### config.mk
export PLATFORM = sky130hd
export DESIGN_NAME = bbox_clamp
export DESIGN_NICKNAME = d
export VERILOG_FILES = /design/src/design/raster_fixed_pkg.sv /design/src/design/raster_setup_pkg.sv /design/src/design/bbox_clamp.sv
export VERILOG_INCLUDE_DIRS = /design/src /design/src/design
export SDC_FILE = /design/constraint.sdc
export NUM_CORES = 1
export LEC_CHECK = 0
export ABC_CLOCK_PERIOD_IN_PS = 17500
export BUFFER_PORTS_ARGS = -buffer_cell sky130_fd_sc_hd__buf_2
export CAP_MARGIN = 20
export CORE_MARGIN = 5
export CORE_UTILIZATION = 40
export DETAILED_ROUTE_END_ITERATION = 6
export GPL_ROUTABILITY_DRIVEN = 0
export MAX_ROUTING_LAYER = met4
export PLACE_DENSITY = 0.69
export SETUP_SLACK_MARGIN = 0.1
export SLEW_MARGIN = 20
export SYNTH_ARGS = -nofsm -noshare
export SYNTH_HDL_FRONTEND = slang
export SYNTH_SLANG_ARGS = --single-unit
### constraint.sdc
create_clock -name vclk -period 17.5
set_input_delay 0 -clock vclk [all_inputs]
set_output_delay 0 -clock vclk [all_outputs]
set_load 0.005 [all_outputs]
### src/design/raster_params.svh
`ifndef RASTER_PARAMS_SVH
`define RASTER_PARAMS_SVH

// Coordinate and result word width
`define RASTER_DATA_W 32

// Coordinates are Q16.16
`define RASTER_FRAC_BITS 16

// Areas, edge values and edge steps are Q28.4
`define RASTER_AREA_FRAC_BITS 4

// Screen size in pixels
`define RASTER_SCREEN_W 640
`define RASTER_SCREEN_H 360

`endif

### src/design/raster_fixed_pkg.sv
`include "raster_params.svh"

package raster_fixed_pkg;

    // Signed Q16.16 screen-space coordinate
    typedef logic signed [`RASTER_DATA_W-1:0] coord_t;

    // Signed Q28.4 area, edge value or edge step
    typedef logic signed [`RASTER_DATA_W-1:0] area_t;

    // Full edge-function product before rounding
    typedef logic signed [2*`RASTER_DATA_W-1:0] prod_t;

    // Screen limits in coordinate format
    localparam coord_t SCREEN_MAX_X =
        coord_t'(`RASTER_SCREEN_W * (1 << `RASTER_FRAC_BITS));
    localparam coord_t SCREEN_MAX_Y =
        coord_t'(`RASTER_SCREEN_H * (1 << `RASTER_FRAC_BITS));

endpackage

### src/design/raster_setup_pkg.sv
package raster_setup_pkg;

    // Setup sequencer states
    typedef enum logic [2:0] {
        IDLE,
        AREA,
        EDGE0,
        EDGE1,
        EDGE2,
        DONE
    } setup_state_t;

    // Index names for x/y coordinate pairs
    localparam int AXIS_X = 0;
    localparam int AXIS_Y = 1;

endpackage

### src/design/bbox_clamp.sv
`timescale 1ns/1ps

module bbox_clamp (
    input  raster_fixed_pkg::coord_t i_v0 [2],
    input  raster_fixed_pkg::coord_t i_v1 [2],
    input  raster_fixed_pkg::coord_t i_v2 [2],
    output raster_fixed_pkg::coord_t o_tl [2],
    output raster_fixed_pkg::coord_t o_br [2],
    output logic                     o_valid
);
    import raster_fixed_pkg::*;
    import raster_setup_pkg::*;

    function automatic coord_t min3(input coord_t a, input coord_t b, input coord_t c);
        coord_t m;
        m = (a < b) ? a : b;
        return (m < c) ? m : c;
    endfunction

    function automatic coord_t max3(input coord_t a, input coord_t b, input coord_t c);
        coord_t m;
        m = (a > b) ? a : b;
        return (m > c) ? m : c;
    endfunction

    // Limit to [0, hi]
    function automatic coord_t clamp(input coord_t v, input coord_t hi);
        if (v < 0) begin
            return '0;
        end else if (v > hi) begin
            return hi;
        end
        return v;
    endfunction

    coord_t min_x;
    coord_t min_y;
    coord_t max_x;
    coord_t max_y;

    always_comb begin
        min_x = min3(i_v0[AXIS_X], i_v1[AXIS_X], i_v2[AXIS_X]);
        max_x = max3(i_v0[AXIS_X], i_v1[AXIS_X], i_v2[AXIS_X]);
        min_y = min3(i_v0[AXIS_Y], i_v1[AXIS_Y], i_v2[AXIS_Y]);
        max_y = max3(i_v0[AXIS_Y], i_v1[AXIS_Y], i_v2[AXIS_Y]);

        o_tl[AXIS_X] = clamp(min_x, SCREEN_MAX_X);
        o_tl[AXIS_Y] = clamp(min_y, SCREEN_MAX_Y);
        o_br[AXIS_X] = clamp(max_x, SCREEN_MAX_X);
        o_br[AXIS_Y] = clamp(max_y, SCREEN_MAX_Y);

        // Empty once fully clamped off screen
        o_valid = (o_tl[AXIS_X] < o_br[AXIS_X]) && (o_tl[AXIS_Y] < o_br[AXIS_Y]);
    end

endmodule

## Yosys cells after proc, flatten, opt, wreduce, memory -nomap -nowiden

Index checks and enable logic that the tools add are counted.

| storage, ports and cells | value |
|---|---|
| flip-flop bits (word level) | 0 |
| input bits | 192 |
| output and inout bits | 129 |
| word-level logic and storage cells | 47 |

| cells by class | value |
|---|---|
| magnitude comparators | 18 |
| multiplexer cells | 28 |
| reduce and logical (&&, ||, !) cells | 1 |

Operators with widths:

| cell | count |
|---|---|
| $mux W32 | 20 |
| $lt A32 B32 Y1 | 6 |
| $gt A32 B32 Y1 | 4 |
| $lt A32 B1 Y1 const B | 4 |
| $gt A32 B26 Y1 const B | 2 |
| $gt A32 B27 Y1 const B | 2 |
| $mux W1 | 8 |
| $logic_and A1 B1 Y1 | 1 |

## Logic depth before layout (Yosys ltp)

| depth | value |
|---|---|
| word-level depth | 10 |
| mapped depth | 38 |
| gate-level depth less buffers | 34 |

## Least setup slack after synthesis

No wires, ideal clock.

| path | value |
|---|---|
| path kind | input -> output |
| start | in i_v1[63] in the netlist's numbering |
| end | out o_valid |
| arrival time | 7.640 ns |
| slack | 9.860 ns |
| cell stages on the path | 36 |
| path buffers | 3 |
| path through | inv_1 ha_1 nand4_2 nor4_2 inv_2 a31oi_4 nor3_2 nor2_1 clkbuf_1 buf_1 mux2_2 ha_1 a211oi_1 o211a_1 a221oi_1 o21ai_0 nor2_1 nor4_2 nor3_1 nor2_1 mux2_4 a21boi_1 clkbuf_1 a2111oi_0 ha_1 a21o_1 a21o_1 a21o_1 a21oi_1 nor2b_1 o21ai_0 nand2b_1 a21oi_1 or3_1 nand4_1 a2111oi_2 |

RTL lines:

| element | RTL line | source |
|---|---|---|
| start, declared | bbox_clamp.sv:5 | `input raster_fixed_pkg::coord_t i_v1 [2],` |
| end, declared | bbox_clamp.sv:9 | `output logic o_valid` |

## Worst setup path after layout

| path | value |
|---|---|
| start | in i_v1[63] in the netlist's numbering |
| end | out o_valid |

| between the ends | value |
|---|---|
| longest elaborated chain between the ends | 10 |
| elaborated cells on any way between the ends | 22 |
| classes of those cells | order compare (9); mux (12); reduce/logical (1) |

Ends and longest elaborated chain:

| element | RTL line | source |
|---|---|---|
| $lt A32 B32 Y1 or $gt A32 B32 Y1 (tied branches) | bbox_clamp.sv:16, bbox_clamp.sv:22 |  |
| $mux W32 (on tied branches) | bbox_clamp.sv:16, bbox_clamp.sv:22 |  |
| $lt A32 B32 Y1 or $gt A32 B32 Y1 (tied branches) | bbox_clamp.sv:17, bbox_clamp.sv:23 |  |
| $mux W32 (on tied branches) | bbox_clamp.sv:17, bbox_clamp.sv:23 |  |
| $gt A32 B27 Y1 | bbox_clamp.sv:30 | `end else if (v > hi) begin` |
| $mux W1 | bbox_clamp.sv:30 |  |
| $mux W1 | bbox_clamp.sv:28 | `if (v < 0) begin` |
| $mux W32 | bbox_clamp.sv:33 | `return v;` |
| $lt A32 B32 Y1 * | bbox_clamp.sv:53 | `o_valid = (o_tl[AXIS_X] < o_br[AXIS_X]) && (o_tl[AXIS_Y] < o_br[AXIS_Y]);` |
| $logic_and A1 B1 Y1 * | bbox_clamp.sv:53 |  |

Mark *: on every way between the ends. The rest lies on a longest branch, timed or not.

==> metrics <==
status finished, violations left; failing checks design-rule violations; Fmax 0.109 GHz; Final HPWL DP 37800 um; unrepaired setup endpoints after global routing no; Die X 173 um; slowest library cell on the worst path a2111oi_0; GRT Overall Usage 27.2%; Detail Route Antenna Nets 0; Via density 5.95; Hold Buf Count CTS 0; Seq/Total Area, Yosys 0%; fin crit period 9170 ps; # port buffers 295; vias 13100; DRT iter0 DRCs 1345; placed cell areas 12400 um^2; max-cap check violation count 0; WL met1 17000 um; Routed WL 43000 um; fin area 12500 um^2; final setup fails 0; leading area contributor after synthesis ha_1; Slew Limit Fails 0; DR pass1 iterations 7; syn avg cell area 6.72 um^2; layout cells sized above 1 21.4%; Cell Pwr Density 41.6 nW/um^2; Synth top area share 29.3%; io pins 321; core area 26100 um^2; FF+latch area 0 um^2; Seq cells 0; Post-CTS Setup Repair Bufs 0; Post-Syn Instances 1585; Crit path largest cell delay 920 ps; worst vdd ir 0.0283 mV; worst hold path type input port to primary output; crit path launch type input port; largest net degree at the start of global routing 64; most frequent CP cell o21ai_0; Adder-Cell Fraction of Synth Area 29.3%; Layout Nets 2304; Synth Area in Compound Gates 28.6%; initial antenna violation count 2; starting density of the core 40.8%; wire length on met3 4490 um; GRT overflow 0; Die Y-Extent 173 um; post-synthesis cell area 10700 um^2; vias in the first global route 12400; period utilization 52.4%; setup_tns 0 ps; Leakage 7.06 nW; CLK BUF 0; Req. time, crit path 17500 ps; yosys warns 0; first-pass GRT wire length 65600 um; hold path startpoint i_v2[11]; mux share of post-synthesis cell area 6.94%; ranking of synthesized cells by area ha_1 (29%), inv_1 (7.6%), o21ai_0 (6.0%); Synth cell types 77; Worst Tran Pin Value 1090 ps; Slew headroom 25.1%; post-synthesis xor/xnor area fraction 0%; simple-gate share of the synthesized area 23.7%; Setup crit end kind primary output; WL/cell 19.6 um; CP startpoint i_v1[63]; largest family of logic cells by synthesized area adder cells; DIE AREA 30000 um^2; Final Hold Vio Count 0; P&R area growth vs syn 16.8%; # resized after CTS 0; met2 routed WL 20100 um; Placement Rows 59; Top Layer Used met4; CP Class input port to primary output; CP max FO 49; DRC viols 1; Filler cells 2742; CP arrival 9170 ps
==> critical path, delay by kind of cell <==
family | cells | cell delay (ps)
simple gates | 11 | 2070
mux | 2 | 730
buf+inv | 7 | 1260
compound gates | 14 | 3930
fa+ha+maj | 3 | 1150
==> power breakdown <==
group	internal, W	switching [W]	leakage (nW)
Combinational	0.000193	0.000324	7.06
Sequential	0	0	0
Clock	0.0000000000153	0	0.0000127
Total	0.000193	0.000324	7.06
==> layout make-up <==
class                      count  area [um^2]  share of cell area [%]
inverter                     217          815                    6.54
timing repair buffer         306         1560                    12.5
antenna                        2         5.00                  0.0402
multi-input combinational   1337         9650                    77.5
tap                          335          419                    3.37
==> per-layer routing <==
metal  track usage [%]  vias up
li1                  -     6333
met1              33.2     5890
met2              46.8      758
met3              3.88       96
met4              7.48        0
met5                 -        -
==> per-stage QoR <==
stage	setup WS [ps]	utilization [%]	total power (W)	cells	hold WS, ps
after floorplan	9860	-	0.000352	1631	81.1
after global placement	8430	47.6	0.000492	2195	453
after detailed placement	8460	47.6	0.000501	2195	446
after CTS	8410	47.6	0.000504	2195	446
after global routing	7710	47.6	0.000573	2197	457
final	8330	47.6	0.000517	2197	446
==> synth_stat cells, types with 3 or more instances <==
cell and number:
nor3_1 35, a2111oi_0 21, buf_1 3, ha_1 250, and4_1 4, and2_1 4, a211oi_1 33, a31oi_1 8
and3_1 5, o221ai_1 6, o21a_1 5, a31o_2 5, or4_1 9, clkbuf_1 43, a211o_1 22, a21oi_1 114
buf_4 26, o211ai_1 17, mux2i_1 33, nor4_1 38, nand2b_1 8, nor2_1 137, or2_2 28, a21o_1 48
nand2_1 120, o31ai_1 4, buf_2 5, or3_1 7, mux2_2 35, o21ai_0 127, nand4_1 65, inv_1 216
nand3_1 26, a221oi_1 4, nor2b_1 14
==> cells by family after synthesis <==
group,count (synthesis)
fa+ha+maj,250
compound gates,460
other cells,2
mux,69
simple gates,510
buf+inv,294
==> cells in the final DEF, fill, tap and decap left out, drive strengths merged, types with 10 or more instances in the layout <==
cell type,n
mux2i,33
nor2b,14
a2111oi,24
a31oi,10
a21o,48
ha,250
o211ai,19
inv,217
mux2,36
buf,306
or2,28
a211o,22
nand2,120
a211oi,35
nor2,137
nand3,26
nor4,40
nor3,37
nand4,66
o21ai,129
conb,48
a21oi,116
==> path summary, 6_finish.rpt <==
kind,depth (start not counted),slack [ps],endpoint
worst max-delay path,37,8330,o_valid
worst min-delay path,4,450,o_tl[11]
No activity file was read; power rests on OpenSTA's default activity.
