[config.mk]
export PLATFORM = sky130hd
export DESIGN_NAME = setup_sequencer
export DESIGN_NICKNAME = d
export VERILOG_FILES = /design/src/design/raster_fixed_pkg.sv /design/src/design/raster_setup_pkg.sv /design/src/design/setup_sequencer.sv
export VERILOG_INCLUDE_DIRS = /design/src /design/src/design
export SDC_FILE = /design/constraint.sdc
export NUM_CORES = 2
export LEC_CHECK = 0
export BUFFER_PORTS_ARGS = -buffer_cell sky130_fd_sc_hd__buf_2
export CORE_AREA = 2 2 487 489
export DETAILED_ROUTE_END_ITERATION = 10
export DIE_AREA = 0 0 489 491
export PLACE_DENSITY = 0.34
export SLEW_MARGIN = 25
export SYNTH_ARGS = -nofsm -noshare
export SYNTH_HDL_FRONTEND = slang
export SYNTH_SLANG_ARGS = --single-unit
[constraint.sdc]
create_clock -name clk -period 9.65 [get_ports clk]
set_clock_uncertainty 0.15 [all_clocks]
set_input_delay 1.93 -clock clk [delete_from_list [all_inputs] [get_ports clk]]
set_output_delay 1.93 -clock clk [all_outputs]
set_load 0.02 [all_outputs]
[src/design/raster_params.svh]
`ifndef RASTER_PARAMS_SVH
`define RASTER_PARAMS_SVH

// Coordinate and result word width
`define RASTER_DATA_W 32

// Coordinates are Q16.16
`define RASTER_FRAC_BITS 16

// Areas, edge values and edge steps are Q28.4
`define RASTER_AREA_FRAC_BITS 4

// Screen size in pixels
`define RASTER_SCREEN_W 640
`define RASTER_SCREEN_H 360

`endif

[src/design/raster_fixed_pkg.sv]
`include "raster_params.svh"

package raster_fixed_pkg;

    // Signed Q16.16 screen-space coordinate
    typedef logic signed [`RASTER_DATA_W-1:0] coord_t;

    // Signed Q28.4 area, edge value or edge step
    typedef logic signed [`RASTER_DATA_W-1:0] area_t;

    // Full edge-function product before rounding
    typedef logic signed [2*`RASTER_DATA_W-1:0] prod_t;

    // Screen limits in coordinate format
    localparam coord_t SCREEN_MAX_X =
        coord_t'(`RASTER_SCREEN_W * (1 << `RASTER_FRAC_BITS));
    localparam coord_t SCREEN_MAX_Y =
        coord_t'(`RASTER_SCREEN_H * (1 << `RASTER_FRAC_BITS));

endpackage

[src/design/raster_setup_pkg.sv]
package raster_setup_pkg;

    // Setup sequencer states
    typedef enum logic [2:0] {
        IDLE,
        AREA,
        EDGE0,
        EDGE1,
        EDGE2,
        DONE
    } setup_state_t;

    // Index names for x/y coordinate pairs
    localparam int AXIS_X = 0;
    localparam int AXIS_Y = 1;

endpackage

[src/design/setup_sequencer.sv]
`timescale 1ns/1ps

module setup_sequencer (
    input  logic                     clk,
    input  logic                     rstn,
    input  raster_fixed_pkg::coord_t i_v0 [2],
    input  raster_fixed_pkg::coord_t i_v1 [2],
    input  raster_fixed_pkg::coord_t i_v2 [2],
    input  logic                     i_dv,
    input  logic                     i_ready,
    input  raster_fixed_pkg::coord_t i_bb_tl [2],
    input  raster_fixed_pkg::coord_t i_bb_br [2],
    input  logic                     i_bb_valid,
    input  raster_fixed_pkg::area_t  i_edge_value,
    input  raster_fixed_pkg::area_t  i_edge_delta [2],
    output logic                     o_ready,
    output raster_fixed_pkg::coord_t o_bb_v0 [2],
    output raster_fixed_pkg::coord_t o_bb_v1 [2],
    output raster_fixed_pkg::coord_t o_bb_v2 [2],
    output raster_fixed_pkg::coord_t o_edge_a [2],
    output raster_fixed_pkg::coord_t o_edge_b [2],
    output raster_fixed_pkg::coord_t o_edge_p [2],
    output raster_fixed_pkg::coord_t o_bb_tl [2],
    output raster_fixed_pkg::coord_t o_bb_br [2],
    output raster_fixed_pkg::area_t  o_edge_val0,
    output raster_fixed_pkg::area_t  o_edge_val1,
    output raster_fixed_pkg::area_t  o_edge_val2,
    output raster_fixed_pkg::area_t  o_edge_delta0 [2],
    output raster_fixed_pkg::area_t  o_edge_delta1 [2],
    output raster_fixed_pkg::area_t  o_edge_delta2 [2],
    output raster_fixed_pkg::area_t  o_area,
    output logic                     o_dv,
    output logic                     o_culled
);
    import raster_fixed_pkg::*;
    import raster_setup_pkg::*;

    // One LSB of Q28.4
    localparam area_t MIN_AREA = area_t'(1);

    setup_state_t state;
    setup_state_t state_next;

    coord_t r_v0 [2];
    coord_t r_v1 [2];
    coord_t r_v2 [2];
    coord_t r_bb_tl [2];
    coord_t r_bb_br [2];
    logic   r_bb_valid;
    area_t  r_area;
    area_t  r_edge_val [3];
    area_t  r_edge_delta [3][2];
    logic   accept;
    logic   cull;

    assign o_ready = (state == IDLE);
    assign accept  = o_ready && i_dv;
    assign cull    = (r_area <= MIN_AREA) || !r_bb_valid;

    assign o_bb_v0 = r_v0;
    assign o_bb_v1 = r_v1;
    assign o_bb_v2 = r_v2;

    always_ff @(posedge clk) begin
        if (!rstn) begin
            state <= IDLE;
        end else begin
            state <= state_next;
        end
    end

    always_comb begin
        state_next = state;
        case (state)
            IDLE: begin
                if (accept) begin
                    state_next = AREA;
                end
            end
            AREA:  state_next = EDGE0;
            EDGE0: state_next = cull ? IDLE : EDGE1;
            EDGE1: state_next = EDGE2;
            EDGE2: state_next = DONE;
            DONE: begin
                if (i_ready) begin
                    state_next = IDLE;
                end
            end
            default: state_next = IDLE;
        endcase
    end

    // Shared edge unit, area first, then edges at box top-left
    always_comb begin
        o_edge_a = r_v0;
        o_edge_b = r_v1;
        o_edge_p = r_bb_tl;
        case (state)
            AREA: o_edge_p = r_v2;
            EDGE1: begin
                o_edge_a = r_v1;
                o_edge_b = r_v2;
            end
            EDGE2: begin
                o_edge_a = r_v2;
                o_edge_b = r_v0;
            end
            default: begin
            end
        endcase
    end

    always_ff @(posedge clk) begin
        if (accept) begin
            r_v0 <= i_v0;
            r_v1 <= i_v1;
            r_v2 <= i_v2;
        end
        case (state)
            AREA: begin
                r_area     <= i_edge_value;
                r_bb_tl    <= i_bb_tl;
                r_bb_br    <= i_bb_br;
                r_bb_valid <= i_bb_valid;
            end
            EDGE0: begin
                r_edge_val[0]   <= i_edge_value;
                r_edge_delta[0] <= i_edge_delta;
            end
            EDGE1: begin
                r_edge_val[1]   <= i_edge_value;
                r_edge_delta[1] <= i_edge_delta;
            end
            EDGE2: begin
                r_edge_val[2]   <= i_edge_value;
                r_edge_delta[2] <= i_edge_delta;
            end
            default: begin
            end
        endcase
    end

    // Output registers, held until the next delivery
    always_ff @(posedge clk) begin
        if (!rstn) begin
            o_dv          <= 1'b0;
            o_culled      <= 1'b0;
            o_bb_tl       <= '{default: '0};
            o_bb_br       <= '{default: '0};
            o_edge_val0   <= '0;
            o_edge_val1   <= '0;
            o_edge_val2   <= '0;
            o_edge_delta0 <= '{default: '0};
            o_edge_delta1 <= '{default: '0};
            o_edge_delta2 <= '{default: '0};
            o_area        <= '0;
        end else begin
            o_dv     <= 1'b0;
            o_culled <= (state == EDGE0) && cull;
            if (state == DONE && i_ready) begin
                o_dv          <= 1'b1;
                o_bb_tl       <= r_bb_tl;
                o_bb_br       <= r_bb_br;
                o_edge_val0   <= r_edge_val[0];
                o_edge_val1   <= r_edge_val[1];
                o_edge_val2   <= r_edge_val[2];
                o_edge_delta0 <= r_edge_delta[0];
                o_edge_delta1 <= r_edge_delta[1];
                o_edge_delta2 <= r_edge_delta[2];
                o_area        <= r_area;
            end
        end
    end

    a_dv_culled_excl: assert property (@(posedge clk) disable iff (!rstn)
        !(o_dv && o_culled));

    // Back in IDLE whenever a result is reported
    a_ready_on_result: assert property (@(posedge clk) disable iff (!rstn)
        (o_dv || o_culled) |-> o_ready);

    a_dv_single: assert property (@(posedge clk) disable iff (!rstn)
        o_dv |=> !o_dv);

endmodule

# == Word-level counts from Yosys, hierarchy flattened ==
# Memory sizes are Yosys's and may differ from the RTL's. A register that Yosys moved wholly into a read port is not among the register bits.
# Index checks and enable logic that the tools add are counted.
# totals
ff_bits,518
ram_bits,288
inputBits,421
output_inout_bits,835
elab_cells,73
mem_count,2
# mem_list
name,depth,width,rd,rd_clocked_by_memory_dff,write_ports,line,text
r_edge_delta,3,64,3,3,1,setup_sequencer.sv:52,area_t r_edge_delta [3][2];
r_edge_val,3,32,3,3,1,setup_sequencer.sv:51,area_t r_edge_val [3];
# op_classes
n_lt_le_gt_ge,1
eq_ne,7
muxes,26
reduce_logical,17
# op_table
operator,n
$pmux 64 s2,2
$mux 64,3
$reduce_or 64->1,2
$mux 32,2
$reduce_or 32->1,2
$le 32x2->1 const B,1
$pmux 3 s6,1
$mux 1,11
$mux 2,5
$logic_not 1->1,7
$eq 3x2->1 const B,2
$eq 3x3->1 const B,2
$mux 3,2
$eq 3x1->1 const B,1
$logic_and 1x1->1,3
$logic_not 3->1,1
$ne 2x1->1 const B,1
$ne 2x2->1 const B,1
$reduce_and 2->1,1
$logic_or 1x1->1,1

# == Depth between registers and ports, before layout ==
# depth
ltp_word,6
mapped_depth,8
depth_no_buf,4

# == Worst setup path before layout ==
# Ideal clock, no wire load.
# synth_path
kind,reg-to-reg
from,reg state[1]
to,reg state[0]
setup_ns,0.097
arrival_ns,8.359
required_ns,9.403
setup_slack_ns,1.044
path_stages_with_launch,4
synth_period_minus_slack_ns,8.606
cell_sequence,dfxtp_1 nor3b_1 nand2_1 o21ai_0
# synth_via
elab_chain_len,4
word_cells_on_any_way,11
# synth_lines
item,line,text
from (decl),setup_sequencer.sv:41,setup_state_t state;
from (signal assigned),setup_sequencer.sv:68,state <= state_next;
$logic_not 3->1,"setup_sequencer.sv:56, setup_sequencer.sv:74",
$logic_and 1x1->1,setup_sequencer.sv:57,assign accept = o_ready && i_dv;
$ne 2x1->1 (no line),-,
$reduce_and 2->1 (no line),-,
# Several ways; a longest one is shown, not always the timed one.
# A chain may end at the register's enable or synchronous reset.

==> results.py <==
metrics = {
    "worst_setup_path": {
        "crit_path_start_kind": "register",
        "crit_type": "reg2out",
        "r2r_cells": 5,
        "cp.arrival_ns": 3.65,
        "endpoint_kind": "output pin",
        "cp_max_fo": 85,
        "r2r_slack_ns": 5.05,
        "required_ns": 7.57,
    },
    "timing": {
        "worstMarginPinSlew_ns": 1.27,
        "setup_tns_ns": 0,
        "rsz0062_at_grt": "no",
        "max_freq_mhz": 174,
        "min_period_over_period_pct": 59.4,
        "slew_viol_final": 0,
        "timing_hold_violations_final": 0,
        "slew_headroom_pct": 15.2,
        "setup_viol": 0,
        "fin_crit_ns": 5.73,
    },
    "drt": {
        "drt_iter0_markers": 1979,
        "drc": 0,
        "ant_nets": 0,
        "wl_per_cell_um": 24.1,
        "num_vias": 29100,
        "routed_wl_mm": 184,
        "routed_via_density": 3.80,
        "drtPass1Iterations": 5,
    },
    "clock_network": {
        "cts_hold_buffers": 0,
        "clk_latency_ns": 0.76,
        "cts_made_buffers": 138,
        "cts_setup_buffers": 0,
        "htreeDepth": 4,
        "cts-resized-gates": 0,
        "clockRootBuffer": "clkbuf_16",
        "cts_tree": "done",
        "cts_sinks": 1094,
        "clk_pin_slew_ns": 0.05,
        "cts_max_path_buffers": 3,
    },
    "power_and_ir_drop": {
        "vdd_drop_max_mv": 0.141,
        "p_leak_nw": 20.5,
        "power_density_mw_per_mm2": 212,
    },
    "run": {
        "drv_cap": 0,
    },
    "logic_synthesis": {
        "yosys_warnings": 0,
        "synth.avg_cell_area_um2": 12.4,
        "synth_cells": 3120,
        "seq_area_frac_synth_pct": 72.9,
        "syn_area_mm2": 0.0388,
        "syn-num-nets": 3541,
        "synth_cell_types": 27,
        "synth_seq_cells": 1094,
    },
    "global_routing": {
        "met2_usage_pct": 23.8,
        "grt-ovfl-total": 0,
        "antenna_found_initial": 72,
        "grt_max_degree": 178,
        "grtUsageMet1_pct": 18.0,
        "grt_pass1_vias": 28200,
        "grt_usage_pct": 14.7,
        "use_met3_pct": 5.85,
        "top_usage_layer": "met2",
        "grt_pass1_wl_mm": 245,
    },
    "finish": {
        "seqCellArea_mm2": 0.0283,
        "multiInputGateArea_mm2": 0.00962,
        "layout-drive-gt1-share_pct": 34.9,
        "n_fill_cell": 25400,
        "area_growth_pct": 37.1,
        "nets": 4772,
        "finalNonFillerCells": 7639,
    },
    "place": {
        "post-dp-hpwl_mm": 136,
        "place_inst": 7361,
        "portBuffers": 1255,
        "gp_congestion": 0.884,
    },
    "die": {
        "rows": 178,
        "fp.dieH_um": 491,
        "dieArea_mm2": 0.240,
        "ios": 1256,
        "fp.dieW_um": 489,
        "floorplan.core_area_mm2": 0.235,
        "start_util_pct": 16.6,
    },
    "status": {
        "outcome": "complete, no violations",
    },
    "hold_path": {
        "hp-class": "reg2reg",
        "hold-path-cell-count": 2,
    },
}
## metal layers
| metal | wire (µm) | share of wire, % |
|---|---|---|
| met1 | 76600 | 42 |
| met2 | 85700 | 47 |
| met3 | 16900 | 9.2 |
| met4 | 4520 | 2.5 |
| met5 | 388 | 0.21 |
## synth_stat cells, drive strengths merged
| cell type | n | area [µm²] |
|---|---|---|
| a22oi | 128 | 961 |
| mux2 | 64 | 721 |
| o21ai | 3 | 15.0 |
| nand4 | 2 | 12.5 |
| nor2b | 4 | 25.0 |
| nand3 | 1 | 5.00 |
| edfxtp | 641 | 19200 |
| clkbuf | 69 | 259 |
| dfxtp | 453 | 9070 |
| nor2 | 3 | 11.3 |
| and2 | 2 | 12.5 |
| nor3b | 3 | 27.5 |
| a21oi | 1 | 5.00 |
| inv | 1 | 3.75 |
| o22ai | 1 | 6.26 |
| nor3 | 2 | 21.3 |
| a21boi | 448 | 3360 |
| buf | 130 | 656 |
| nand2 | 1155 | 4340 |
| nand3b | 1 | 7.51 |
| and3b | 1 | 8.76 |
| nor4 | 7 | 43.8 |
## final timing paths
check | startpoint | end
hold reg to reg | o_edge_delta2[25] | o_edge_delta2[25]
setup / recovery | state[1] | o_edge_a[12]
setup reg to reg | state[1] | r_edge_val[1][24]
hold / removal | o_edge_delta2[25] | o_edge_delta2[25]
## worst max-delay path, cell delays in order, from the launching register on
cell,delay (ns)
dfxtp_1,0.54
and3b_4,0.28
buf_4,0.56
buf_4,0.90
a22oi_1,0.16
nand2_1,0.17
buf_2,0.19
## flip-flops by register name, indices dropped and copies added, names as in the netlist, 64 cells and up
signal / flops
o_bb_br: 64
o_bb_tl: 64
o_bb_v0: 64
o_bb_v1: 64
o_bb_v2: 64
o_edge_delta0: 64
o_edge_delta1: 64
o_edge_delta2: 64
r_bb_br: 64
r_bb_tl: 64
r_edge_delta: 192
r_edge_val: 96
## placed cells by master, fill, tap and decap left out, types with 4 or more instances in the layout
master / synthesis / final
buf_2: 122 / 1254
nand2_1: 1155 / 1155
edfxtp_1: 641 / 641
dfxtp_1: 453 / 453
a21boi_1: 404 / 404
clkbuf_16: 0 / 142
a22oi_1: 128 / 128
mux2_2: 64 / 64
clkbuf_1: 69 / 47
a21boi_0: 44 / 44
buf_4: 4 / 26
diode_2: 0 / 25
clkbuf_8: 0 / 16
clkinv_2: 0 / 15
clkinv_1: 0 / 10
buf_12: 0 / 9
bufinv_16: 0 / 8
nor4_1: 7 / 7
clkinv_16: 0 / 5
inv_16: 0 / 5
nor2b_1: 4 / 4
## kinds of logic (layout without fill, tap and decap cells)
group	after synthesis	in the layout	share of synthesized area, %
and+or+nand+nor	1181	1181	11.6
DFF	1094	1094	72.9
AOI/OAI and AO/OA	581	581	11.2
buffers and inverters	200	1544	2.37
muxes	64	64	1.86
other	0	25	0
## where the power goes
group	internal, mW	leakage, nW	switching [mW]
logic	0.241	8.72	0.525
clock network	3.09	2.23	2.16
registers	5.11	9.58	0.162
total	8.44	20.5	2.85
## layout make-up
class / instances / share of cell area (%)
Timing Repair Buffer: 1290 / 12.5
Sequential cell: 1094 / 53.2
Clock inverter: 48 / 1.23
Tap cell: 3150 / 7.41
Inverter: 1 / 0.00705
Antenna cell: 25 / 0.118
Clock buffer: 205 / 7.42
Multi-Input combinational cell: 1826 / 18.1
## per-stage QoR
stage          util (%)  total power, mW  setup WS (ns)  cell area [µm²]  hold WS, ns
2_1_floorplan         -             5.66           1.04            38800        0.321
3_3_place_gp       20.7             6.15           4.78            48600        0.288
3_5_place_dp       20.7             6.15           4.71            48600        0.292
4_1_cts            22.7             11.5           3.84            53200        0.300
5_1_grt            22.7             11.7           3.63            53200        0.314
6_report           22.7             11.3           3.92            53200        0.297
No activity file was read; power rests on OpenSTA's default activity.
